===== src/hdl/axi_sram_pkg.sv =====
// AXI SRAM package: bus widths, vector typedefs, burst and response codes, channel structs

package axi_sram_pkg;

  // --------------------
  // Bus widths
  // --------------------
  localparam int AXI_DATA_W = 64;
  localparam int AXI_ADDR_W = 32;
  localparam int AXI_STRB_W = AXI_DATA_W / 8;

  // --------------------
  // Field types
  // --------------------
  typedef logic [3:0]            axi_id_t;
  typedef logic [AXI_ADDR_W-1:0] axi_addr_t;
  typedef logic [AXI_DATA_W-1:0] axi_data_t;
  typedef logic [AXI_STRB_W-1:0] axi_strb_t;
  typedef logic [7:0]            axi_len_t;
  typedef logic [2:0]            axi_size_t;
  typedef logic [1:0]            axi_burst_t;
  typedef logic [1:0]            axi_resp_t;

  // Burst types with value 3 reserved
  localparam axi_burst_t BURST_FIXED = 2'd0;
  localparam axi_burst_t BURST_INCR  = 2'd1;
  localparam axi_burst_t BURST_WRAP  = 2'd2;

  // Only the two codes this slave returns
  localparam axi_resp_t RESP_OKAY   = 2'd0;
  localparam axi_resp_t RESP_SLVERR = 2'd2;

  // --------------------
  // Channel payloads
  // --------------------

  // Shared by AW and AR
  typedef struct packed {
    axi_id_t    id;
    axi_addr_t  addr;
    axi_len_t   len;
    axi_size_t  size;
    axi_burst_t burst;
  } axi_ax_t;

  typedef struct packed {
    axi_data_t data;
    axi_strb_t strb;
    logic      last;
  } axi_w_t;

  typedef struct packed {
    axi_id_t   id;
    axi_resp_t resp;
  } axi_b_t;

  typedef struct packed {
    axi_id_t   id;
    axi_data_t data;
    axi_resp_t resp;
    logic      last;
  } axi_r_t;

endpackage


===== src/hdl/axi_resp_gen.sv =====
// AXI response generator: ID capture, sticky write error, per-beat read response
`timescale 1ns/1ps

module axi_resp_gen (
  input  logic                    i_aclk,
  input  logic                    i_reset,

  input  logic                    i_wr_start,
  input  axi_sram_pkg::axi_id_t   i_awid,
  input  logic                    i_wr_beat,
  input  logic                    i_wr_ok,

  input  logic                    i_rd_start,
  input  axi_sram_pkg::axi_id_t   i_arid,
  input  logic                    i_rd_issue,
  input  logic                    i_rd_ok,

  output axi_sram_pkg::axi_b_t    o_b,
  output axi_sram_pkg::axi_id_t   o_rid,
  output axi_sram_pkg::axi_resp_t o_rresp
);

  axi_sram_pkg::axi_id_t   bid_q;
  axi_sram_pkg::axi_id_t   rid_q;
  axi_sram_pkg::axi_resp_t rresp_q;
  logic                    werr_q;

  // IDs held for the whole burst
  always_ff @(posedge i_aclk) begin
    if (i_wr_start) bid_q <= i_awid;
    if (i_rd_start) rid_q <= i_arid;
  end

  always_ff @(posedge i_aclk) begin
    if (i_reset) begin
      werr_q  <= 1'b0;
      rresp_q <= axi_sram_pkg::RESP_OKAY;
    end else begin
      // One bad beat marks the whole write burst
      if (i_wr_start) begin
        werr_q <= 1'b0;
      end else if (i_wr_beat && !i_wr_ok) begin
        werr_q <= 1'b1;
      end
      // Same cycle as the array read data
      if (i_rd_issue) begin
        rresp_q <= i_rd_ok ? axi_sram_pkg::RESP_OKAY : axi_sram_pkg::RESP_SLVERR;
      end
    end
  end

  assign o_b.id   = bid_q;
  assign o_b.resp = werr_q ? axi_sram_pkg::RESP_SLVERR : axi_sram_pkg::RESP_OKAY;
  assign o_rid    = rid_q;
  assign o_rresp  = rresp_q;

endmodule


===== config.mk =====
export PLATFORM = sky130hd
export DESIGN_NAME = axi_resp_gen
export DESIGN_NICKNAME = d
export VERILOG_FILES = /design/src/hdl/axi_sram_pkg.sv /design/src/hdl/axi_resp_gen.sv
export SDC_FILE = /design/constraint.sdc
export NUM_CORES = 1
export LEC_CHECK = 0
export BUFFER_PORTS_ARGS = -buffer_cell sky130_fd_sc_hd__buf_2
export CELL_PAD_IN_SITES_DETAIL_PLACEMENT = 1
export CELL_PAD_IN_SITES_GLOBAL_PLACEMENT = 1
export CORE_AREA = 2 2 39 41
export CTS_BUF_LIST = sky130_fd_sc_hd__clkbuf_8
export CTS_CLUSTER_SIZE = 24
export DETAILED_ROUTE_END_ITERATION = 8
export DIE_AREA = 0 0 41 43
export PLACE_DENSITY_LB_ADDON = 0.08
export SYNTH_ARGS = -nofsm -noshare
export SYNTH_HDL_FRONTEND = slang
export SYNTH_SLANG_ARGS = --single-unit
export TNS_END_PERCENT = 20

===== constraint.sdc =====
create_clock -name i_aclk -period 0.8 [get_ports i_aclk]
set_input_delay 0.16 -clock i_aclk [delete_from_list [all_inputs] [get_ports i_aclk]]
set_output_delay 0.16 -clock i_aclk [all_outputs]
set_load 0.01 [all_outputs]

---- After elaboration in Yosys (flattened, before gate mapping) ----
Index checks and enable logic that the tools add are counted.
storage, ports and cells
  flip-flop bits (word level) ............. 11
  latch bits .............................. 0
  memory bits (writable) .................. 0
  memory bits (read-only) ................. 0
  output and inout bits ................... 12
  logic and storage cells ................. 9
  memories kept ........................... 0
operators by class
  $add $sub $neg .......................... 0
  multiply operators ...................... 0
  divide/modulo/power cells ............... 0
  magnitude comparators ................... 0
  equal/unequal tests ..................... 0
  shifts and indexed selects .............. 0
  mux-type cells .......................... 2
  bitwise gates (word level) .............. 0
  reduce and logical (&&, ||, !) cells .... 3
operators by type and width
  kind                number
  2-bit 2-to-1 mux    2
  2-bit OR reduction  1
  1-bit logical AND   1
  1-bit logical NOT   1

---- Longest topological paths before layout ----
  depth after elaboration ................. 2
  mapped depth ............................ 2

---- Worst setup path after synthesis ----
OpenSTA, ideal clock, no wires.
  path type ............................... register to register
  from .................................... register, netlist name o_rresp[1]
  to ...................................... register rresp_q[1] (netlist: o_rresp[1])
  data arrival time ....................... 0.583 ns
  data required time ...................... 0.714 ns
  setup slack ............................. 0.132 ns
  cell stages (with the launch flop) ...... 3
  path through ............................ dfxtp_1 > nor2_1 > a211oi_1
RTL lines
  what                    RTL line            source
  end signal: assignment  axi_resp_gen.sv:37  rresp_q <= axi_sram_pkg::RESP_OKAY;
  end signal: assignment  axi_resp_gen.sv:47  rresp_q <= i_rd_ok ? axi_sram_pkg::RESP_OKAY : axi_sram_pkg::RESP_SLVERR;
  end: declaration        axi_resp_gen.sv:25  axi_sram_pkg::axi_resp_t rresp_q;

---- Worst setup path in the final report ----
  from .................................... register rid_q[1] (netlist: o_rid[1])
  to ...................................... output o_rid[1]
RTL lines
  what                      RTL line            source
  start: declaration        axi_resp_gen.sv:24  axi_sram_pkg::axi_id_t rid_q;
  start signal: assignment  axi_resp_gen.sv:31  if (i_rd_start) rid_q <= i_arid;
  end: declaration          axi_resp_gen.sv:19  output axi_sram_pkg::axi_id_t o_rid,
No word-level cell between the ends.

==> flow_summary.ini <==
[setup_path]
r2r_cells = 2
r2r-start = o_rresp[1]
rr_endpoint = o_rresp[1]
required_ns = 0.64
cp-endpoint = o_rid[1]
crit_slowest_cell = edfxtp_1
cp-start-kind = flip-flop
ff2ff_setup_slack_ns = 0.15
crit_type = reg2out
cp.arrival_ns = 0.74
startpoint = o_rid[1]
worst-path-stages = 1
cp_slowest_stage_delay_ns = 0.36
critPathMaxFanout = 1
worst_setup_path_end_kind = output port
cp_cell_sequence = buf_2
cp_top_family = flip-flops
cp_num_buf_inv = 1

[global_routing]
grtUsageTotal_pct = 9.868
gr-total-overflow = 0
grt_pass1_wl_um = 1014
antenna_found_initial = 0
grt_max_degree = 7
grt_pass1_vias = 244

[clock_network]
cts_tree = done
h-tree-depth = 1
cts_hold_buf = 0
cts_root_buf = clkbuf_8
clock-sinks = 10
clk_pin_slew_ns = 0.05
cts-buffers-inserted = 3
clock_tree.buffer_depth = 2
clk-insertion-delay-late_ns = 0.23

[timing]
max_freq_mhz = 1109
fin_setup_tns_ns = -0.7325
rsz0062_at_grt = true
final_hold_viol_count = 0
final.setup.worst_slack_ns = -0.1016
clock_skew_ns = 0
min_period_over_period_pct = 112.7
hold_slack_ns = 0.09981
finalSetupViolations = 10
drv_slew = 0
min_period_ns = 0.9016

[synthesis]
syn-cell-area_um2 = 335.3
yosys_warnings = 0
ys_seq_elements = 10
syn_area_per_cell_um2 = 17.65
synthDistinctLibCells = 8
yosysSeqAreaShare_pct = 83.58
synthCells = 19

[finish]
multi_input_area_um2 = 36.28
final_nets = 63
nFillCells = 161
area_delta_synth_final_pct = 55.60
ff_latch_area_um2 = 282.8
drive_gt1_share_pct = 65.22
antenna_cells = 0

[detailed_routing]
vias_per_cell = 3.839
post_drt_wl_per_cell_um = 11.27
drtAntennaViolNets = 0
first_iter_violations = 2
vias = 238
drt_wl_total_um = 699
drc = 0
drtPass1Iterations = 3

[pwr]
finalPower_mw = 1.251
leakagePower_nw = 0.2414
p_comb_share_pct = 9.4
p_switching_uw = 250.2
powerDensity_nw_per_um2 = 2397
ir_drop_uv = 755.6
p_int_mw = 1.000
swShare_pct = 20.01
clkPwrFrac_pct = 41.3
seqPwrFrac_pct = 49.3

[place]
port_buffers = 25
pre_cts_ws_ns = 0.1420
gp_congestion = 0.5556
dp_hpwl_um = 565.3

[floorplanning]
design.portCount = 28
fp.dieW_um = 41
core_area_um2 = 1384
die_h_um = 43
dieArea_um2 = 1763
num_rows = 14
start_util_pct = 24.23

[run_status]
violations = setup timing
status = finished with violations

[min_path]
hp-class = in2reg

[run]
cap_violations = 0
==> metal layers <==
metal / global-route usage (%) / wire length, um
met5: 0 / 0
met4: 12.00 / 10
met3: 3.141 / 50
met2: 14.37 / 422
met1: 9.060 / 215
==> through the flow <==
step	utilization, %	std cells	cell area [um2]
6_report	37.70	62	521.8
5_1_grt	37.70	62	521.8
4_1_cts	37.70	62	521.8
3_5_place_dp	33.36	58	461.7
3_3_place_gp	33.36	58	461.7
2_1_floorplan	-	20	339.1
==> flip-flops by register name, indices dropped and copies added (netlist names) <==
register,count
bid_q,4
o_rid,4
o_rresp,1
werr_q,1
==> power by group through the flow <==
| stage | Clock [mW] | Combinational [mW] | Sequential [mW] |
|---|---|---|---|
| 4_1_cts | 0.544 | 0.120 | 0.617 |
| 6_report | 0.517 | 0.117 | 0.617 |
| 5_1_grt | 0.563 | 0.130 | 0.619 |
| 3_5_place_dp | 0 | 0.114 | 0.624 |
| 3_3_place_gp | 0 | 0.110 | 0.621 |
| 2_1_floorplan | 0 | 0.0224 | 0.645 |
==> area by class of cell <==
class,count,share of cell area (%)
flip-flops and latches,10,54.20
repair buffers,25,26.38
clock buffers,3,7.914
multi-input cells,7,6.954
well taps,16,3.837
clock inverters,1,0.7194
==> cells in the mapped netlist <==
cell      n  area (um2)
nor2b_1   1       6.260
o21a_1    1       7.510
conb_1    1       3.750
nor2_1    2       7.510
dfxtp_1   2       40.04
buf_4     3       22.52
edfxtp_1  8       240.2
a211oi_1  1       7.510
==> cells by family (layout without fill, tap and decap cells) <==
| logic type | count (synthesis) | after routing | synth area share, % |
|---|---|---|---|
| flip-flops | 10 | 10 | 83.58 |
| buffers and inverters | 3 | 29 | 6.716 |
| AND/OR/NAND/NOR | 3 | 3 | 4.107 |
| other | 1 | 2 | 1.118 |
| AO/OA/AOI/OAI | 2 | 2 | 4.479 |
==> what timing repair did <==
item | 4_1_cts | 5_1_grt
buffers inserted | 0 | 0
setup endpoints to repair | 10 | 10
cloned | 0 | 0
resized for setup | 4 | 0
==> worst min-delay path by stage <==
stage / start / end / slack, ns / depth (start not counted)
after floorplan: i_reset / o_rresp[1] / 0.23 / 1
after global placement: i_reset / o_rresp[1] / 0.33 / 2
after detailed placement: i_awid[3] / bid_q[3] / 0.34 / 1
after CTS: i_awid[3] / bid_q[3] / 0.09 / 1
after global routing: i_arid[3] / o_rid[3] / 0.1 / 1
final: i_awid[3] / bid_q[3] / 0.1 / 1
==> cells in the final DEF, fill, tap and decap left out, drive strengths merged <==
cell and instances:
nor2 2, buf 25, clkbuf 3, nor2b 1
inv 1, conb 2, edfxtp 8, o21a 1
a211oi 1, dfxtp 2
Power figures use the tool's default switching activity.
