File: src/hdl/axi_sram_pkg.sv
// AXI SRAM package: bus widths, vector typedefs, burst and response codes, channel structs

package axi_sram_pkg;

  // --------------------
  // Bus widths
  // --------------------
  localparam int AXI_DATA_W = 64;
  localparam int AXI_ADDR_W = 32;
  localparam int AXI_STRB_W = AXI_DATA_W / 8;

  // --------------------
  // Field types
  // --------------------
  typedef logic [3:0]            axi_id_t;
  typedef logic [AXI_ADDR_W-1:0] axi_addr_t;
  typedef logic [AXI_DATA_W-1:0] axi_data_t;
  typedef logic [AXI_STRB_W-1:0] axi_strb_t;
  typedef logic [7:0]            axi_len_t;
  typedef logic [2:0]            axi_size_t;
  typedef logic [1:0]            axi_burst_t;
  typedef logic [1:0]            axi_resp_t;

  // Burst types with value 3 reserved
  localparam axi_burst_t BURST_FIXED = 2'd0;
  localparam axi_burst_t BURST_INCR  = 2'd1;
  localparam axi_burst_t BURST_WRAP  = 2'd2;

  // Only the two codes this slave returns
  localparam axi_resp_t RESP_OKAY   = 2'd0;
  localparam axi_resp_t RESP_SLVERR = 2'd2;

  // --------------------
  // Channel payloads
  // --------------------

  // Shared by AW and AR
  typedef struct packed {
    axi_id_t    id;
    axi_addr_t  addr;
    axi_len_t   len;
    axi_size_t  size;
    axi_burst_t burst;
  } axi_ax_t;

  typedef struct packed {
    axi_data_t data;
    axi_strb_t strb;
    logic      last;
  } axi_w_t;

  typedef struct packed {
    axi_id_t   id;
    axi_resp_t resp;
  } axi_b_t;

  typedef struct packed {
    axi_id_t   id;
    axi_data_t data;
    axi_resp_t resp;
    logic      last;
  } axi_r_t;

endpackage

File: src/hdl/axi_burst_addr.sv
// AXI burst address generator: FIXED/INCR/WRAP beat address, last-beat and range flags
`timescale 1ns/1ps

module axi_burst_addr #(
  parameter int MEM_DEPTH = 1024
) (
  input  logic                    i_aclk,
  input  logic                    i_reset,
  input  logic                    i_load,
  input  axi_sram_pkg::axi_ax_t   i_ax,
  input  logic                    i_step,
  output axi_sram_pkg::axi_addr_t o_addr,
  output logic                    o_last,
  output logic                    o_in_range
);

  localparam int WORD_AW = $clog2(MEM_DEPTH);

  axi_sram_pkg::axi_addr_t  addr_q;
  axi_sram_pkg::axi_addr_t  wrap_mask_q;
  axi_sram_pkg::axi_size_t  size_q;
  axi_sram_pkg::axi_burst_t burst_q;
  axi_sram_pkg::axi_len_t   len_q;
  axi_sram_pkg::axi_len_t   cnt_q;

  axi_sram_pkg::axi_addr_t  incr;
  axi_sram_pkg::axi_addr_t  aligned;
  axi_sram_pkg::axi_addr_t  next_addr;

  // Bytes per beat and the size-aligned base
  assign incr    = axi_sram_pkg::axi_addr_t'(1) << size_q;
  assign aligned = addr_q & ~(incr - axi_sram_pkg::axi_addr_t'(1));

  always_comb begin
    case (burst_q)
      axi_sram_pkg::BURST_FIXED: next_addr = addr_q;
      axi_sram_pkg::BURST_INCR:  next_addr = aligned + incr;
      // Low bits roll over inside the aligned window
      axi_sram_pkg::BURST_WRAP:
        next_addr = (addr_q & ~wrap_mask_q) | ((addr_q + incr) & wrap_mask_q);
      default:                   next_addr = aligned + incr;
    endcase
  end

  always_ff @(posedge i_aclk) begin
    if (i_reset) begin
      cnt_q   <= '0;
      burst_q <= axi_sram_pkg::BURST_INCR;
    end else if (i_load) begin
      cnt_q   <= '0;
      burst_q <= i_ax.burst;
    end else if (i_step) begin
      cnt_q   <= cnt_q + 8'd1;
    end
  end

  // Address and burst shape
  always_ff @(posedge i_aclk) begin
    if (i_load) begin
      addr_q      <= i_ax.addr;
      size_q      <= i_ax.size;
      len_q       <= i_ax.len;
      // Window size is beats times bytes per beat
      wrap_mask_q <= ((axi_sram_pkg::axi_addr_t'(i_ax.len) + axi_sram_pkg::axi_addr_t'(1))
                      << i_ax.size) - axi_sram_pkg::axi_addr_t'(1);
    end else if (i_step) begin
      addr_q      <= next_addr;
    end
  end

  assign o_addr = addr_q;
  assign o_last = (cnt_q == len_q);

  // Upper bits clear and word index below depth
  assign o_in_range = ~|addr_q[axi_sram_pkg::AXI_ADDR_W-1:WORD_AW+3] &&
                      ({1'b0, addr_q[WORD_AW+2:3]} < (WORD_AW+1)'(MEM_DEPTH));

endmodule

File: config.mk
export PLATFORM = sky130hd
export DESIGN_NAME = axi_burst_addr
export DESIGN_NICKNAME = d
export VERILOG_FILES = /design/src/hdl/axi_sram_pkg.sv /design/src/hdl/axi_burst_addr.sv
export SDC_FILE = /design/constraint.sdc
export NUM_CORES = 1
export LEC_CHECK = 0
export BUFFER_PORTS_ARGS = -buffer_cell sky130_fd_sc_hd__buf_4
export CAP_MARGIN = 15
export CORE_UTILIZATION = 61
export CTS_BUF_LIST = sky130_fd_sc_hd__clkbuf_8
export CTS_CLUSTER_SIZE = 16
export DETAILED_ROUTE_END_ITERATION = 16
export GPL_TIMING_DRIVEN = 0
export HOLD_SLACK_MARGIN = 0.06
export PLACE_DENSITY = 0.83
export SKIP_CTS_REPAIR_TIMING = 1
export SLEW_MARGIN = 0
export SYNTH_ARGS = -nofsm -noshare
export SYNTH_HDL_FRONTEND = slang
export SYNTH_SLANG_ARGS = --single-unit
File: constraint.sdc
create_clock -name i_aclk -period 4.3 [get_ports i_aclk]
set_input_delay 0.645 -clock i_aclk [delete_from_list [all_inputs] [get_ports i_aclk]]
set_output_delay 0.645 -clock i_aclk [all_outputs]
set_load 0.02 [all_outputs]
### Yosys cells after proc, flatten, opt, wreduce, memory -nomap -nowiden

Index checks and enable logic that the tools add are counted.

* flip-flop bits (word level): 85
* memory bits (writable): 0
* bits in read-only memories: 0
* latch bits: 0
* word-level logic and storage cells: 32
* memories: 0
* output and inout port bits: 34

* reductions and logical operators: 6
* shift operators: 2
* multipliers: 0
* $lt $le $gt $ge: 0
* div/mod/pow operators: 0
* $add $sub $neg: 6
* equality and inequality tests: 3
* muxes and demuxes: 3
* bitwise logic cells: 6

Operators with widths (count)
* 32-bit bitwise AND: 3
* 32-bit adder: 2
* 32-bit 2-to-1 mux: 2
* 32-bit NOT: 2
* 32-bit case mux with 2 select lines: 1
* 32-bit by 1-bit subtractor with 32-bit output, second input constant: 2
* 32-bit OR: 1
* 1-bit by 3-bit left shift with 32-bit output, first input constant: 1
* 9-bit by 3-bit left shift with 32-bit output: 1
* 19-bit OR reduction: 1
* 8-bit by 1-bit adder with 9-bit output, second input constant: 1
* 8-bit by 1-bit adder with 8-bit output, second input constant: 1
* 8-bit equality test: 1
* 2-bit equality test, second input constant: 1
* 2-bit logical NOT: 1
* 2-bit inequality test, second input constant: 1
* 2-bit AND reduction: 1
* 2-bit nonzero test: 1
* 2-bit OR reduction: 1
* 1-bit logical NOT: 1

### Longest topological paths before layout

* word-level depth: 8
* mapped depth: 16

### Least setup slack after synthesis

OpenSTA, ideal clock, no wires.

* path type: reg2reg
* from: reg size_q[1]
* to: reg with a tool-made name
* arrival time: 3.103 ns
* data required time: 4.032 ns
* setup slack: 0.928 ns
* cell stages (with the launch flop): 17
* period minus slack after synthesis: 3.372 ns
* buffers on the path: 3
* setup time: 0.268 ns
* cells stage by stage: edfxtp_1 -> buf_2 -> buf_2 -> or3_1 -> inv_1 -> ha_1 -> inv_1 -> fa_1 -> nor2b_1 -> nor4_1 -> o21ai_0 -> nand3b_1 -> clkbuf_1 -> nor3_1 -> xor2_1 -> a32oi_1 -> o21ai_0

RTL lines
* from (decl): line axi_burst_addr.sv:21 `axi_sram_pkg::axi_size_t size_q;`
* from (signal assigned): line axi_burst_addr.sv:61 `size_q <= i_ax.size;`

==> out/metrics.csv <==
stage,metric,value,unit
synth,postSynth.asyncResetShare,0,%
placement,placed_area,7620,sq um
synth,ys_seq_area_share,35.4,%
timing,rsz0062_at_grt,no,
power_and_ir_drop,pwr-share-clk,27.1,%
placement,post-dp-hpwl,15300,microns
floorplanning,pin_count,87,
timing,finalSetupViolCount,0,
global_routing,grt_max_degree,44,
synth,synthesis.instances,772,
timing,fin_setup_tns,0,ns
clocking,cts_tree,built,
synth,syn-mean-instance-area,8.86,sq um
clocking,insertion_delay,0.39,ns
placement,port_buffers,81,
setup_path,cp-end-kind,register,
synth,synth_nets,844,
clocking,clk_path_buf_depth,2,
global_routing,overflow,0,
power_and_ir_drop,leakage,2.88,nW
setup_path,r2r_slack,0.22,ns
setup_path,arrival,4.19,ns
synth,ys_types,78,
synth,synth_top_cell_by_area,edfxtp_1,
cells_and_area,n_fill_cell,884,
global_routing,grt_pass1_vias,6192,
global_routing,globalRouteTotalUtil,36.0,%
detailed_routing,drt_wl_total,20400,microns
timing,setup_slack,0.221,ns
setup_path,criticalPathCategory,register to register,
cells_and_area,antenna_cells,0,
synth,ys_top_cells_by_area,"edfxtp_1, xnor2_1, xor2_1",
synth,synth_top_cell_area_share,32.5,%
timing,final_hold_viol_count,0,
timing,post-route-period-util,94.9,%
worst_hold_path,min_to,burst_q[1],
power_and_ir_drop,p_seq_share,44.1,%
cells_and_area,postLayoutCellArea,7850,sq um
placement,post-place-ws,0.246,ns
worst_hold_path,hold_start,i_reset,
timing,period_needed,4.08,ns
power_and_ir_drop,swShare,34.1,%
clocking,cts.clk_slew.worst_paths,0.09,ns
synth,synthFlopType,edfxtp_1,
timing,finalMaxSlewViolations,0,
setup_path,cp_max_fo,10,
timing,fin_skew,0.0242,ns
status,status,completed,
power_and_ir_drop,p_per_area,314,nW/um^2
worst_hold_path,hold_depth,2,
cells_and_area,area_growth,14.9,%
floorplanning,die_x,108,microns
detailed_routing,post_drt_wl_per_cell,20.2,microns
detailed_routing,drc,0,
floorplanning,dieArea,11600,sq um
timing,worst_pin_slew,0.753,ns
clocking,clock_sinks,84,
global_routing,grt_antenna_before_repair,0,
timing,holdWs,0.441,ns
timing,fmax,245,MHz
setup_path,crit_required,4.41,ns
setup_path,reg2reg_depth,14,
timing,slew-limit-headroom,49.6,%
setup_path,r2r_start,size_q[1],
power_and_ir_drop,p_int,1.62,mW
power_and_ir_drop,ir_drop,257,uV
synth,yosysWarnings,0,
cells_and_area,finish.utilization,72.1,%
cells_and_area,final_layout_size_suffix_gt1_share,16.1,%
flow_run,max_cap_violations,0,
synth,synth_edf_count,74,
detailed_routing,drt.antenna.violating_nets,0,
power_and_ir_drop,p_sw,0.841,mW
global_routing,grt_pass1_wl,31800,microns
power_and_ir_drop,pwr-share-comb,28.8,%
floorplanning,die_h,108,microns
clocking,root_buffer,clkbuf_8,
clocking,cts_max_level,3,
floorplanning,start_util,62.8,%
setup_path,start_kind,register,
floorplanning,core.rowCount,38,
synth,ys_seq_elements,84,
floorplanning,coreArea,10900,sq um
clocking,cts_buffers,9,
detailed_routing,dr.pass1.iters,6,
placement,gp_congestion,0.982,
detailed_routing,via_count,6627,
cells_and_area,final_nets,936,
detailed_routing,viasPerCell,6.57,
detailed_routing,drt_iter0_drc,885,
synth,syn_area,6840,sq um
worst_hold_path,hp-class,input pin to register,
[worst max-delay path by stage]
stage | startpoint | end | slack (ns) | cells past startpoint
floorplan | size_q[1] | register | 0.93 | 16
global placement | size_q[0] | register | 0.33 | 16
detailed placement | size_q[1] | register | 0.25 | 14
CTS | size_q[1] | register | 0.23 | 14
global route | size_q[0] | register | 0.008 | 16
finish | size_q[1] | register | 0.22 | 14
[worst max-delay path, cell delays in order (launching register included)]
cell,delay [ns]
edfxtp_1,0.40
buf_2,0.19
buf_2,0.19
nor2_1,0.29
nand2_1,0.18
ha_1,0.30
buf_2,0.21
a21boi_0,0.40
o21ai_0,0.23
o31ai_2,0.39
o21ai_1,0.28
buf_2,0.28
nor2_1,0.17
xor2_1,0.19
o21ai_0,0.10
[power groups by stage]
| stage | Combinational (mW) | Clock (mW) | Sequential (mW) |
|---|---|---|---|
| after floorplan | 0.430 | 0 | 1.11 |
| after global placement | 0.675 | 0 | 1.09 |
| after detailed placement | 0.692 | 0 | 1.10 |
| after CTS | 0.697 | 0.672 | 1.08 |
| after global routing | 0.770 | 0.693 | 1.09 |
| final | 0.711 | 0.667 | 1.09 |
[stage by stage]
step	cells	total power, mW
2_1_floorplan	772	1.54
3_3_place_gp	993	1.77
3_5_place_dp	993	1.79
4_1_cts	1009	2.45
5_1_grt	1009	2.56
6_report	1009	2.47
[cell usage in the layout, fill, tap and decap left out, types with 16 or more instances in the layout]
| master | count |
|---|---|
| a21oi_1 | 25 |
| and3_1 | 16 |
| buf_4 | 88 |
| clkbuf_1 | 36 |
| edfxtp_1 | 74 |
| ha_1 | 18 |
| inv_1 | 19 |
| nand2_1 | 56 |
| nand3_1 | 22 |
| nand4_1 | 18 |
| nor2_1 | 83 |
| nor3_1 | 18 |
| o21a_1 | 40 |
| o21ai_0 | 39 |
| xnor2_1 | 41 |
| xor2_1 | 37 |
[cells in the mapped netlist, types with 8 or more instances]
cell,number
nand2_1,56
a31oi_1,13
xnor2_1,41
o211ai_1,13
nand3_1,22
nor3_1,18
and3_1,16
buf_2,9
nor2b_1,11
nand2b_1,14
ha_1,18
a21oi_1,25
o21ai_0,40
xor2_1,37
inv_1,19
dfxtp_1,10
o21a_1,40
clkbuf_1,36
and2_1,10
nand4_1,18
nor4_1,8
edfxtp_1,74
nor2_1,83
a32oi_1,14
[kinds of logic after synthesis]
logic type | after synthesis | synth area share, %
compound gates | 209 | 21.5
xor+xnor | 79 | 10.2
fa+ha+maj | 19 | 3.59
buf+inv | 73 | 4.78
flops | 84 | 35.4
mux | 10 | 1.76
simple gates | 298 | 22.7
[routing by layer]
layer	up-vias	wire length (microns)	global-route usage, %
li1	3059	-	-
met1	3198	8270	47.3
met3	39	2170	8.41
met2	331	9480	58.2
met5	-	0	0
met4	0	444	11.7
[cell type report]
| type | instances | area (sq um) | area share, % |
|---|---|---|---|
| Inverter | 19 | 71.3 | 0.908 |
| Timing Repair Buffer | 81 | 608 | 7.74 |
| Clock buffer | 9 | 124 | 1.58 |
| Buffer | 54 | 255 | 3.25 |
| Sequential cell | 84 | 2420 | 30.8 |
| Tap cell | 140 | 175 | 2.23 |
| Clock inverter | 7 | 105 | 1.34 |
| Multi-Input combinational cell | 615 | 4090 | 52.1 |
(Power assumes the default switching activity.)
