## config.mk

```make
export PLATFORM = sky130hd
export DESIGN_NAME = axi_sram_ctrl
export DESIGN_NICKNAME = d
export VERILOG_FILES = /design/src/hdl/axi_sram_pkg.sv /design/src/hdl/axi_sram_ctrl.sv
export SDC_FILE = /design/constraint.sdc
export NUM_CORES = 1
export LEC_CHECK = 0
export BUFFER_PORTS_ARGS = -buffer_cell sky130_fd_sc_hd__buf_4
export CORE_MARGIN = 2
export CORE_UTILIZATION = 22
export CTS_CLUSTER_SIZE = 25
export DETAILED_ROUTE_END_ITERATION = 12
export PLACE_DENSITY = 0.87
export SLEW_MARGIN = 5
export SYNTH_ARGS = -nofsm -noshare
export SYNTH_HDL_FRONTEND = slang
export SYNTH_SLANG_ARGS = --single-unit
```

## constraint.sdc

```tcl
create_clock -name i_aclk -period 1 [get_ports i_aclk]
set_input_delay 0.2 -clock i_aclk [delete_from_list [all_inputs] [get_ports i_aclk]]
set_output_delay 0.2 -clock i_aclk [all_outputs]
set_load 0.03 [all_outputs]
```

## src/hdl/axi_sram_pkg.sv

```systemverilog
// AXI SRAM package: bus widths, vector typedefs, burst and response codes, channel structs

package axi_sram_pkg;

  // --------------------
  // Bus widths
  // --------------------
  localparam int AXI_DATA_W = 64;
  localparam int AXI_ADDR_W = 32;
  localparam int AXI_STRB_W = AXI_DATA_W / 8;

  // --------------------
  // Field types
  // --------------------
  typedef logic [3:0]            axi_id_t;
  typedef logic [AXI_ADDR_W-1:0] axi_addr_t;
  typedef logic [AXI_DATA_W-1:0] axi_data_t;
  typedef logic [AXI_STRB_W-1:0] axi_strb_t;
  typedef logic [7:0]            axi_len_t;
  typedef logic [2:0]            axi_size_t;
  typedef logic [1:0]            axi_burst_t;
  typedef logic [1:0]            axi_resp_t;

  // Burst types with value 3 reserved
  localparam axi_burst_t BURST_FIXED = 2'd0;
  localparam axi_burst_t BURST_INCR  = 2'd1;
  localparam axi_burst_t BURST_WRAP  = 2'd2;

  // Only the two codes this slave returns
  localparam axi_resp_t RESP_OKAY   = 2'd0;
  localparam axi_resp_t RESP_SLVERR = 2'd2;

  // --------------------
  // Channel payloads
  // --------------------

  // Shared by AW and AR
  typedef struct packed {
    axi_id_t    id;
    axi_addr_t  addr;
    axi_len_t   len;
    axi_size_t  size;
    axi_burst_t burst;
  } axi_ax_t;

  typedef struct packed {
    axi_data_t data;
    axi_strb_t strb;
    logic      last;
  } axi_w_t;

  typedef struct packed {
    axi_id_t   id;
    axi_resp_t resp;
  } axi_b_t;

  typedef struct packed {
    axi_id_t   id;
    axi_data_t data;
    axi_resp_t resp;
    logic      last;
  } axi_r_t;

endpackage

```

## src/hdl/axi_sram_ctrl.sv

```systemverilog
// AXI SRAM control: write and read FSMs, channel handshakes, beat sequencing strobes
`timescale 1ns/1ps

module axi_sram_ctrl (
  input  logic                    i_aclk,
  input  logic                    i_reset,

  input  logic                    i_awvalid,
  output logic                    o_awready,
  input  logic                    i_wvalid,
  output logic                    o_wready,
  input  axi_sram_pkg::axi_w_t    i_w,
  output logic                    o_bvalid,
  input  logic                    i_bready,
  input  logic                    i_arvalid,
  output logic                    o_arready,
  output logic                    o_rvalid,
  input  logic                    i_rready,
  output logic                    o_rlast,

  // Burst address generators
  output logic                    o_wr_load,
  output logic                    o_wr_step,
  input  logic                    i_wr_last,
  output logic                    o_rd_load,
  output logic                    o_rd_step,
  input  logic                    i_rd_last,

  // Memory array
  output logic                    o_mem_wen,
  output axi_sram_pkg::axi_strb_t o_mem_wstrb,
  output axi_sram_pkg::axi_data_t o_mem_wdata,
  output logic                    o_mem_ren
);

  typedef enum logic [1:0] {
    W_IDLE,
    W_DATA,
    W_RESP
  } wr_state_e;

  typedef enum logic [1:0] {
    R_IDLE,
    R_ADDR,
    R_DATA
  } rd_state_e;

  wr_state_e wr_state;
  rd_state_e rd_state;
  logic      rlast_q;

  logic aw_fire;
  logic w_fire;
  logic b_fire;
  logic ar_fire;
  logic r_fire;

  // Readies come from state only
  assign o_awready = (wr_state == W_IDLE);
  assign o_wready  = (wr_state == W_DATA);
  assign o_bvalid  = (wr_state == W_RESP);
  assign o_arready = (rd_state == R_IDLE);
  assign o_rvalid  = (rd_state == R_DATA);

  assign aw_fire = i_awvalid & o_awready;
  assign w_fire  = i_wvalid & o_wready;
  assign b_fire  = o_bvalid & i_bready;
  assign ar_fire = i_arvalid & o_arready;
  assign r_fire  = o_rvalid & i_rready;

  // --------------------
  // Write path
  // --------------------
  always_ff @(posedge i_aclk) begin
    if (i_reset) begin
      wr_state <= W_IDLE;
    end else begin
      case (wr_state)
        W_IDLE: if (aw_fire) wr_state <= W_DATA;
        // End of burst from own beat count and not from W last
        W_DATA: if (w_fire && i_wr_last) wr_state <= W_RESP;
        W_RESP: if (b_fire) wr_state <= W_IDLE;
        default: wr_state <= W_IDLE;
      endcase
    end
  end

  assign o_wr_load   = aw_fire;
  assign o_wr_step   = w_fire;
  assign o_mem_wen   = w_fire;
  assign o_mem_wstrb = i_w.strb;
  assign o_mem_wdata = i_w.data;

  // --------------------
  // Read path
  // --------------------
  always_ff @(posedge i_aclk) begin
    if (i_reset) begin
      rd_state <= R_IDLE;
    end else begin
      case (rd_state)
        R_IDLE: if (ar_fire) rd_state <= R_ADDR;
        R_ADDR: rd_state <= R_DATA;
        R_DATA: begin
          if (r_fire) begin
            rd_state <= rlast_q ? R_IDLE : R_ADDR;
          end
        end
        default: rd_state <= R_IDLE;
      endcase
    end
  end

  // Last flag sampled with the array read
  always_ff @(posedge i_aclk) begin
    if (i_reset) begin
      rlast_q <= 1'b0;
    end else if (o_mem_ren) begin
      rlast_q <= i_rd_last;
    end
  end

  assign o_rd_load = ar_fire;
  assign o_rd_step = r_fire & ~rlast_q;
  assign o_mem_ren = (rd_state == R_ADDR);
  assign o_rlast   = rlast_q;

endmodule

```

After elaboration in Yosys (flattened, before gate mapping)
Cells that the tools add are included.

word-level totals
  bits in writable memories = 0
  memories kept = 0
  bits in latches = 0
  output and inout port bits = 84
  ROM bits = 0
  word-level logic and storage cells = 32
  register bits = 5
  bits of input ports = 82

cells by class
  bitwise gates (word level) = 7
  mux-type cells = 8
  shifts and indexed selects = 0
  equal/unequal tests = 9
  div/mod/pow operators = 0
  $add $sub $neg = 0
  reduce and logical (&&, ||, !) cells = 5
  multiply operators = 0
  $lt $le $gt $ge = 0

operators with widths
  cell                count
  $pmux 2 s3          2
  $mux 2              5
  $ne 2x1->1 const B  5
  $and 1x1->1         6
  $eq 2x1->1 const B  2
  $eq 2x2->1 const B  2
  $logic_not 2->1     2
  $reduce_and 3->1    1
  $reduce_and 2->1    1
  $logic_and 1x1->1   1
  $mux 1              1
  $not 1->1           1

Logic depth before layout (Yosys ltp)
Gate-level depths: netlist (run 1).

  depth in word-level cells = 5
  depth in mapped cells = 3

Least setup slack after synthesis (run 1)
OpenSTA, ideal clock, no wires.

  path kind = reg2out
  from = register wr_state[1]
  to = output o_wr_step
  setup slack = -0.472 ns
  data arrival time = 1.272 ns
  data required time = 0.800 ns
  buffers on the path = 1
  stages on the path, launching flop included = 4
  cells stage by stage = dfxtp_1 and2b_1 and2_1 buf_4

on the way
  longest elaborated chain between the ends = 2

RTL lines
  item                    RTL line             source
  from (decl)             axi_sram_ctrl.sv:48  wr_state_e wr_state;
  from (signal assigned)  axi_sram_ctrl.sv:76  wr_state <= W_IDLE;
  from (signal assigned)  axi_sram_ctrl.sv:79  W_IDLE: if (aw_fire) wr_state <= W_DATA;
  from (signal assigned)  axi_sram_ctrl.sv:81  W_DATA: if (w_fire && i_wr_last) wr_state <= W_RESP;
  $eq 2x1->1              axi_sram_ctrl.sv:60  assign o_wready = (wr_state == W_DATA);
  via o_wready            axi_sram_ctrl.sv:11  output logic o_wready,
  $and 1x1->1             axi_sram_ctrl.sv:66  assign w_fire = i_wvalid & o_wready;
  to (decl)               axi_sram_ctrl.sv:23  output logic o_wr_step,

The timed path passes the listed nets, and every way through them passes these cells.

Worst setup path after layout (run 1)
  from = register rd_state[0]
  to = output o_rd_step

on the way
  longest elaborated chain between the ends = 3

RTL lines
  item                    RTL line              source
  from (decl)             axi_sram_ctrl.sv:49   rd_state_e rd_state;
  from (signal assigned)  axi_sram_ctrl.sv:106  rd_state <= rlast_q ? R_IDLE : R_ADDR;
  $eq 2x2->1              axi_sram_ctrl.sv:63   assign o_rvalid = (rd_state == R_DATA);
  $and 1x1->1             axi_sram_ctrl.sv:69   assign r_fire = o_rvalid & i_rready;
  $and 1x1->1             axi_sram_ctrl.sv:124  assign o_rd_step = r_fire & ~rlast_q;
  to (decl)               axi_sram_ctrl.sv:26   output logic o_rd_step,

No other way between the ends.

==> results of run 1 <==
==> final timing paths <==
| kind | start | end | slack, ns | cells past startpoint |
|---|---|---|---|---|
| min reg2reg | wr_state[0] | wr_state[0] | 0.48 | 1 |
| max reg2reg | rd_state[1] | o_rlast | -0.05 | 5 |
| min | i_wr_last | wr_state[0] | 0.16 | 2 |
| max | rd_state[0] | o_rd_step | -0.27 | 3 |
==> power breakdown <==
part	switching (uW)	internal, uW
sequential	14.4	214
clock	83.7	151
combinational	132	153
==> cell type report <==
cell class	instances	share of cell area
well taps	46	0.0913
inverters	1	0.00595
clock buffers	4	0.0417
multi-input cells	23	0.266
repair buffers	28	0.423
flip-flops and latches	5	0.173
==> layer usage <==
layer  vias up  routed length [um]
met4         0                 157
met1       161                 338
li1        159                   -
met2        62                 649
met5         -                   0
met3        31                 452
==> registers in the layout, indices dropped and copies added (netlist names) <==
name,flops
rd_state,2
wr_state,2
o_rlast,1
==> critical path: cells and delay by family (launching register included) <==
family        cells  cell delay [ns]
flops             1             0.32
simple gates      2             0.40
buf+inv           1             0.12
==> timing repair <==
| action | CTS | global route |
|---|---|---|
| resized for setup | 19 | 1 |
| endpoints found under the setup margin | 12 | 13 |
| pin swaps | 1 | 0 |
| buffers inserted | 1 | 2 |
==> cells by family after synthesis <==
family / count (synthesis) / synth area share
DFF: 5 / 0.125
buffers and inverters: 74 / 0.691
muxes: 2 / 0.0251
and+or+nand+nor: 17 / 0.132
AOI/OAI and AO/OA: 4 / 0.0266
==> stage by stage <==
step | setup TNS (ns) | setup WS (ns)
2_1_floorplan | -0.501 | -0.180
3_3_place_gp | -0.0872 | -0.0352
3_5_place_dp | -0.143 | -0.0471
4_1_cts | -2.33 | -0.293
5_1_grt | -2.83 | -0.317
6_report | -2.29 | -0.275
==> Yosys cell counts <==
cell type  instances
buf_4             73
dfxtp_1            5
nor2_1             5
and2_1             3
a21oi_1            2
and2b_1            2
mux2i_1            2
a31oi_1            1
and2_2             1
and2b_2            1
inv_1              1
nand2b_1           1
nand3_1            1
nor2b_1            1
nor2b_4            1
nor3_1             1
o21ai_0            1
==> flow_summary.ini, run 1 <==
[run_status]
status = finished, violations left
failed_checks = negative setup slack

[cells_and_area]
drive_gt1_frac = 0.738
fillCellCount = 386
layout_commonest_cell = buf_6
layout_common_cells = 15 x buf_6, 13 x buf_4, 4 x dfxtp_2
seq_area_um2 = 109
instances_no_fill = 107
multi_input_area_um2 = 168
fin_area_um2 = 631
area_growth_pct = -21.0
finalNetCount = 144
diodes = 0
final_util = 0.185

[global_routing]
overflow = 0
grt_max_degree = 6
busiest_layer = met3
grt_util_met2 = 0.0911
grt_util_met1 = 0.0401
track_usage = 0.0707
grt_antenna_before_repair = 0
grt_pass1_vias = 436
grt_pass1_wl_mm = 2.20
met3_usage = 0.0915

[cts]
clk_path_buf_depth = 2
cts_buffers = 3
tritoncts = built
clkSinkCount = 5
cts_hold_buf = 0
path_clk_slew_ns = 0.04
h-tree-depth = 1
ctsRootBufferMaster = clkbuf_4
clock_latency_ns = 0.24

[yosys]
ys_ff_latch = 5
netlist_area_um2 = 798
ys_seq_area_frac = 0.125
syn_avg_cell_area_um2 = 7.83
synth_cell_type_count = 17
synthesis.instances = 102
syn-num-nets = 184
synth_top_area_frac = 0.687
synth_warnings = 0
synth_top_area_cell = buf_4
synth_area_leaders = buf_4 69%, dfxtp_1 13%, mux2i_1 2.5%

[setup_path]
criticalPathCategory = reg2out
endpoint_kind = primary output
cpPeakStageDelay_ns = 0.32
crit_required_ns = 0.80
cp.arrival_ns = 1.07
cp_max_fo = 3
slowest_stage = dfxtp_2
start_kind = register
crit_chain = and2b_4, and2_4, buf_6

[detailed_routing]
drc_errors = 0
via_per_inst = 3.86
drtIter0Drc = 2
drtPass1Iterations = 2
wl_mm = 1.60
ant_nets = 0
vias = 413
wl_per_cell_um = 14.9

[placement]
routabilityCongestion = 0.662
placedCellCount = 100
io_buffers = 20
place_area_um2 = 514

[min_path]
hold_class = in2reg

[timing]
setup_violations = 13
clock.fmax_ghz = 0.785
min_period_ns = 1.27
finClkSkew_ns = 0.0000958
fin_ws_ns = -0.275
slew_viol_final = 0
rsz0062_at_grt = true
relSlewSlack = 0.883
worst_pin_slew_ns = 0.175
period_share = 1.27
hold_violations = 0
fin_hold_ws_ns = 0.156

[flow_run]
drv_cap = 0

[floorplanning]
fp.dieH_um = 64.2
start_util = 0.234
row_count = 21
core_mm2 = 0.00342
die_area_mm2 = 0.00413
boundaryPins = 166
die_x_um = 64.2

[power]
p_per_area_mw_per_mm2 = 1190
finalPower_uw = 748
vdd_drop_max_mv = 0.193
p_leak_uw = 0.000285
Note: power is estimated with default switching activity, not from simulation.
==> run 2: changes to the inputs <==
Settings changed: CORE_AREA from default to 2 2 64 66, CORE_MARGIN 2 to default, CORE_UTILIZATION 22 to default, DIE_AREA from default to 0 0 66 68, PLACE_DENSITY 0.87 to 0.82.
Clock period 1 ns to 1.5 ns, I/O delays scaled along.
==> flow_summary.ini, run 2 (synthesis results as in run 1) <==
[run_status]
status = completed

[cts]
cts_setup_buffers = 0
clkSinkCount = 5
clk_path_buf_depth = 2
path_clk_slew_ns = 0.04
clock_latency_ns = 0.22
h-tree-depth = 1
post_cts_resized = 0
tritoncts = built
cts_hold_buf = 0
cts_buffers = 3
ctsRootBufferMaster = clkbuf_8

[detailed_routing]
via_per_inst = 3.55
wl_per_cell_um = 12.5
drtPass1Iterations = 4
wl_mm = 1.29
vias = 366
ant_nets = 0
drc_errors = 0
drtIter0Drc = 6

[placement]
dpl.hpwl_mm = 1.13
io_buffers = 20
routabilityCongestion = 0.591

[timing]
worst_pin_slew_ns = 0.198
relSlewSlack = 0.868
hold_violations = 0
period_share = 0.955
clock.fmax_ghz = 0.698
rsz0062_at_grt = false
finClkSkew_ns = 0.0000405
slew_viol_final = 0
setup_violations = 0
fin_tns_setup_ns = 0
min_period_ns = 1.43

[setup_path]
cp.arrival_ns = 1.13
crit_required_ns = 1.20
worstReg2RegEnd = rd_state[1]
cp_max_fo = 4
timing.rr.start = rd_state[1]
r2r_cells = 3
reg2reg_setup_slack_ns = 0.62
criticalPathCategory = reg2out
start_kind = register
setup.worst_path.end = o_wr_step
endpoint_kind = primary output
startpoint = wr_state[1]

[cells_and_area]
layout_common_cells = 20 x buf_4, 5 x nor2_1, 3 x clkbuf_8, 3 x dfxtp_1
drive_gt1_frac = 0.547
layout_commonest_cell = buf_4
final_util = 0.133
area_growth_pct = -35.9
finalNetCount = 136
fillCellCount = 460
diodes = 0

[min_path]
hold_class = in2reg

[power]
intPower_uw = 385
p_leak_uw = 0.000230
p_per_area_mw_per_mm2 = 1040
power_switching_share = 0.277
p_clk_frac = 0.458
vdd_drop_max_mv = 0.304
p_comb_frac = 0.258
netSwitchingPower_uw = 147
seqPwrFrac = 0.284

[global_routing]
overflow = 0
track_usage = 0.0571
grt_pass1_vias = 401
grt_max_degree = 6
grt_pass1_wl_mm = 1.83
grt_antenna_before_repair = 0

[floorplanning]
row_count = 23
fp.dieH_um = 68
start_util = 0.207
core_mm2 = 0.00386
die_x_um = 66
die_area_mm2 = 0.00449
boundaryPins = 166

[flow_run]
drv_cap = 0
run 2: per-layer routing:
metal | up-vias | part of all wire | GRT usage
li1 | 142 | - | -
met5 | - | 0 | 0
met2 | 48 | 0.44 | 0.0821
met3 | 24 | 0.22 | 0.0526
met4 | 0 | 0.077 | 0.0791
met1 | 152 | 0.26 | 0.0363
run 2: area by class of cell:
type	count	area (um2)	share of cell area
multi-input combinational	23	148	0.289
inverter	1	3.75	0.00733
timing repair buffer	20	150	0.293
sequential	5	103	0.200
clock buffer	4	45.0	0.0880
tap	50	62.6	0.122
run 2: critical path, stage by stage (launching register included):
cell     delay, ns
dfxtp_2       0.33
and2b_1       0.20
and2_2        0.21
buf_4         0.17
run 2: power groups by stage:
stage	combinational (uW)	sequential (uW)	clock, uW
6_report	137	151	244
5_1_grt	148	153	276
2_1_floorplan	438	154	0
3_5_place_dp	140	153	0
3_3_place_gp	139	152	0
4_1_cts	140	151	256
run 2: worst min-delay path by stage:
stage / start / end / depth (start not counted)
floorplan: i_reset / wr_state[1] / 1
global placement: rd_state[0] / rd_state[0] / 1
detailed placement: rd_state[0] / rd_state[0] / 1
CTS: i_wr_last / wr_state[0] / 2
global route: i_reset / wr_state[1] / 2
finish: i_reset / wr_state[1] / 2
run 2: per-stage QoR:
stage | instances | instance area [um2] | total power [uW] | worst slack [ns] | hold slack, ns
after floorplan | 102 | 800 | 592 | 0.0238 | 0.369
after global placement | 99 | 464 | 291 | 0.262 | 0.457
after detailed placement | 99 | 464 | 293 | 0.256 | 0.467
after CTS | 103 | 509 | 547 | 0.0105 | 0.275
after global routing | 103 | 512 | 577 | 0.0167 | 0.285
final | 103 | 512 | 532 | 0.0682 | 0.278
==> run 3: changes to the inputs <==
Settings changed: ABC_AREA from default to 1, CELL_PAD_IN_SITES_DETAIL_PLACEMENT from default to 0, CELL_PAD_IN_SITES_GLOBAL_PLACEMENT from default to 1, CORE_AREA 2 2 64 66 to default, CORE_MARGIN from default to 2, CORE_UTILIZATION from default to 14, DIE_AREA 0 0 66 68 to default, PLACE_DENSITY 0.82 to 0.95.
==> flow_summary.ini, run 3 <==
[run_status]
status = completed

[global_routing]
track_usage = 0.0443
grt_antenna_before_repair = 0
grt_pass1_wl_mm = 2.07
overflow = 0
grt_max_degree = 6
grt_pass1_vias = 422

[cts]
cts_hold_buf = 0
post_cts_resized = 0
clock_latency_ns = 0.22
ctsRootBufferMaster = clkbuf_8
clk_path_buf_depth = 2
h-tree-depth = 1
clkSinkCount = 5
tritoncts = built
cts_buffers = 3
cts_setup_buffers = 0
path_clk_slew_ns = 0.03

[min_path]
hold_class = in2reg

[power]
vdd_drop_max_mv = 0.183
p_comb_frac = 0.333
power_switching_share = 0.339
p_leak_uw = 0.000280
seqPwrFrac = 0.270
p_clk_frac = 0.396
intPower_uw = 408
p_per_area_mw_per_mm2 = 1100
netSwitchingPower_uw = 210

[detailed_routing]
vias = 408
via_per_inst = 2.87
ant_nets = 0
drc_errors = 0
wl_per_cell_um = 10.5
drtIter0Drc = 10
wl_mm = 1.49
drtPass1Iterations = 4

[yosys]
synthesis.instances = 119
syn_avg_cell_area_um2 = 6.89
synth-main-ff-cell = dfxtp_1
ys_seq_area_frac = 0.122
synth_common_cells = 73 x buf_4, 12 x nand2_1, 10 x inv_1, 10 x nor2_1, 5 x dfxtp_1
netlist_area_um2 = 820
synth_cell_type_count = 13
synth_top_area_frac = 0.669
synth_area_leaders = buf_4 67%, dfxtp_1 12%, nand2_1 5.5%
synth_top_area_cell = buf_4
yosysMostFrequentCell = buf_4
syn-num-nets = 201
ys_ff_latch = 5
ys_async_sr_fraction = 0
synth_warnings = 0
synth_edf_count = 0

[setup_path]
start_kind = register
cp_max_fo = 5
crit_required_ns = 1.20
cp.arrival_ns = 1.06
endpoint_kind = primary output
criticalPathCategory = reg2out

[cells_and_area]
layout_commonest_cell = buf_4
area_growth_pct = -31.6
fillCellCount = 653
drive_gt1_frac = 0.429
finalNetCount = 153
diodes = 0
layout_common_cells = 20 x buf_4, 12 x nand2_1, 10 x inv_1, 9 x nor2_1, 4 x dfxtp_1
final_util = 0.101

[timing]
period_share = 0.909
relSlewSlack = 0.862
rsz0062_at_grt = false
min_period_ns = 1.36
slew_viol_final = 0
clock.fmax_ghz = 0.733
setup_violations = 0
hold_violations = 0
fin_tns_setup_ns = 0
worst_pin_slew_ns = 0.206
fin_hold_ws_ns = 0.262
finClkSkew_ns = 0.0000753

[floorplanning]
start_util = 0.147
die_area_mm2 = 0.00648
core_mm2 = 0.00557
fp.dieH_um = 80.5
boundaryPins = 166
row_count = 27
die_x_um = 80.5

[placement]
dpl.hpwl_mm = 1.24
io_buffers = 20
routabilityCongestion = 0.638

[flow_run]
drv_cap = 0
[run 3: power groups by stage]
stage          combinational (uW)  sequential, uW  clock [uW]
2_1_floorplan                 481             171           0
3_3_place_gp                  207             167           0
6_report                      206             167         245
4_1_cts                       210             166         252
5_1_grt                       225             170         266
3_5_place_dp                  209             168           0
[run 3: path summary, 6_finish.rpt]
kind,slack (ns),startpoint,cells past startpoint,endpoint
worst max register to register,0.62,rd_state[0],3,o_rlast
worst min register to register,0.54,rd_state[1],3,rd_state[0]
worst min-delay path,0.26,i_reset,2,rd_state[1]
worst max-delay path,0.14,rd_state[0],4,o_rd_step
[run 3: final cells by class]
class / count / area [um2] / share of cell area
Tap cell: 72 / 90.1 / 0.161
Multi-Input combinational cell: 30 / 133 / 0.237
Inverter: 11 / 41.3 / 0.0737
Clock buffer: 4 / 45.0 / 0.0804
Sequential cell: 5 / 101 / 0.181
Timing Repair Buffer: 20 / 150 / 0.268
[run 3: logic make-up after synthesis]
kind of cell / synth area share
AOI/OAI and AO/OA: 0.0229
and+or+nand+nor: 0.136
DFF: 0.122
buffers and inverters: 0.719
[run 3: per-layer routing]
layer | track usage | part of all wire | vias to the layer above
li1 | - | - | 179
met3 | 0.0348 | 0.22 | 34
met2 | 0.0492 | 0.38 | 42
met1 | 0.0294 | 0.27 | 153
met5 | 0 | 0 | -
met4 | 0.0949 | 0.13 | 0
[run 3: worst max-delay path, stage by stage, from the launching register on]
cell and delay [ns]:
dfxtp_1 0.35, nor2_2 0.18, nand2_1 0.08, nor2_2 0.08, buf_4 0.16
[run 3: through the flow]
stage / area, um2 / power (uW) / setup WS (ns) / instances
6_report: 561 / 618 / 0.136 / 142
2_1_floorplan: 822 / 652 / 0.0588 / 119
4_1_cts: 559 / 627 / 0.0764 / 142
5_1_grt: 561 / 661 / 0.00410 / 142
3_5_place_dp: 514 / 377 / 0.313 / 138
3_3_place_gp: 514 / 374 / 0.336 / 138
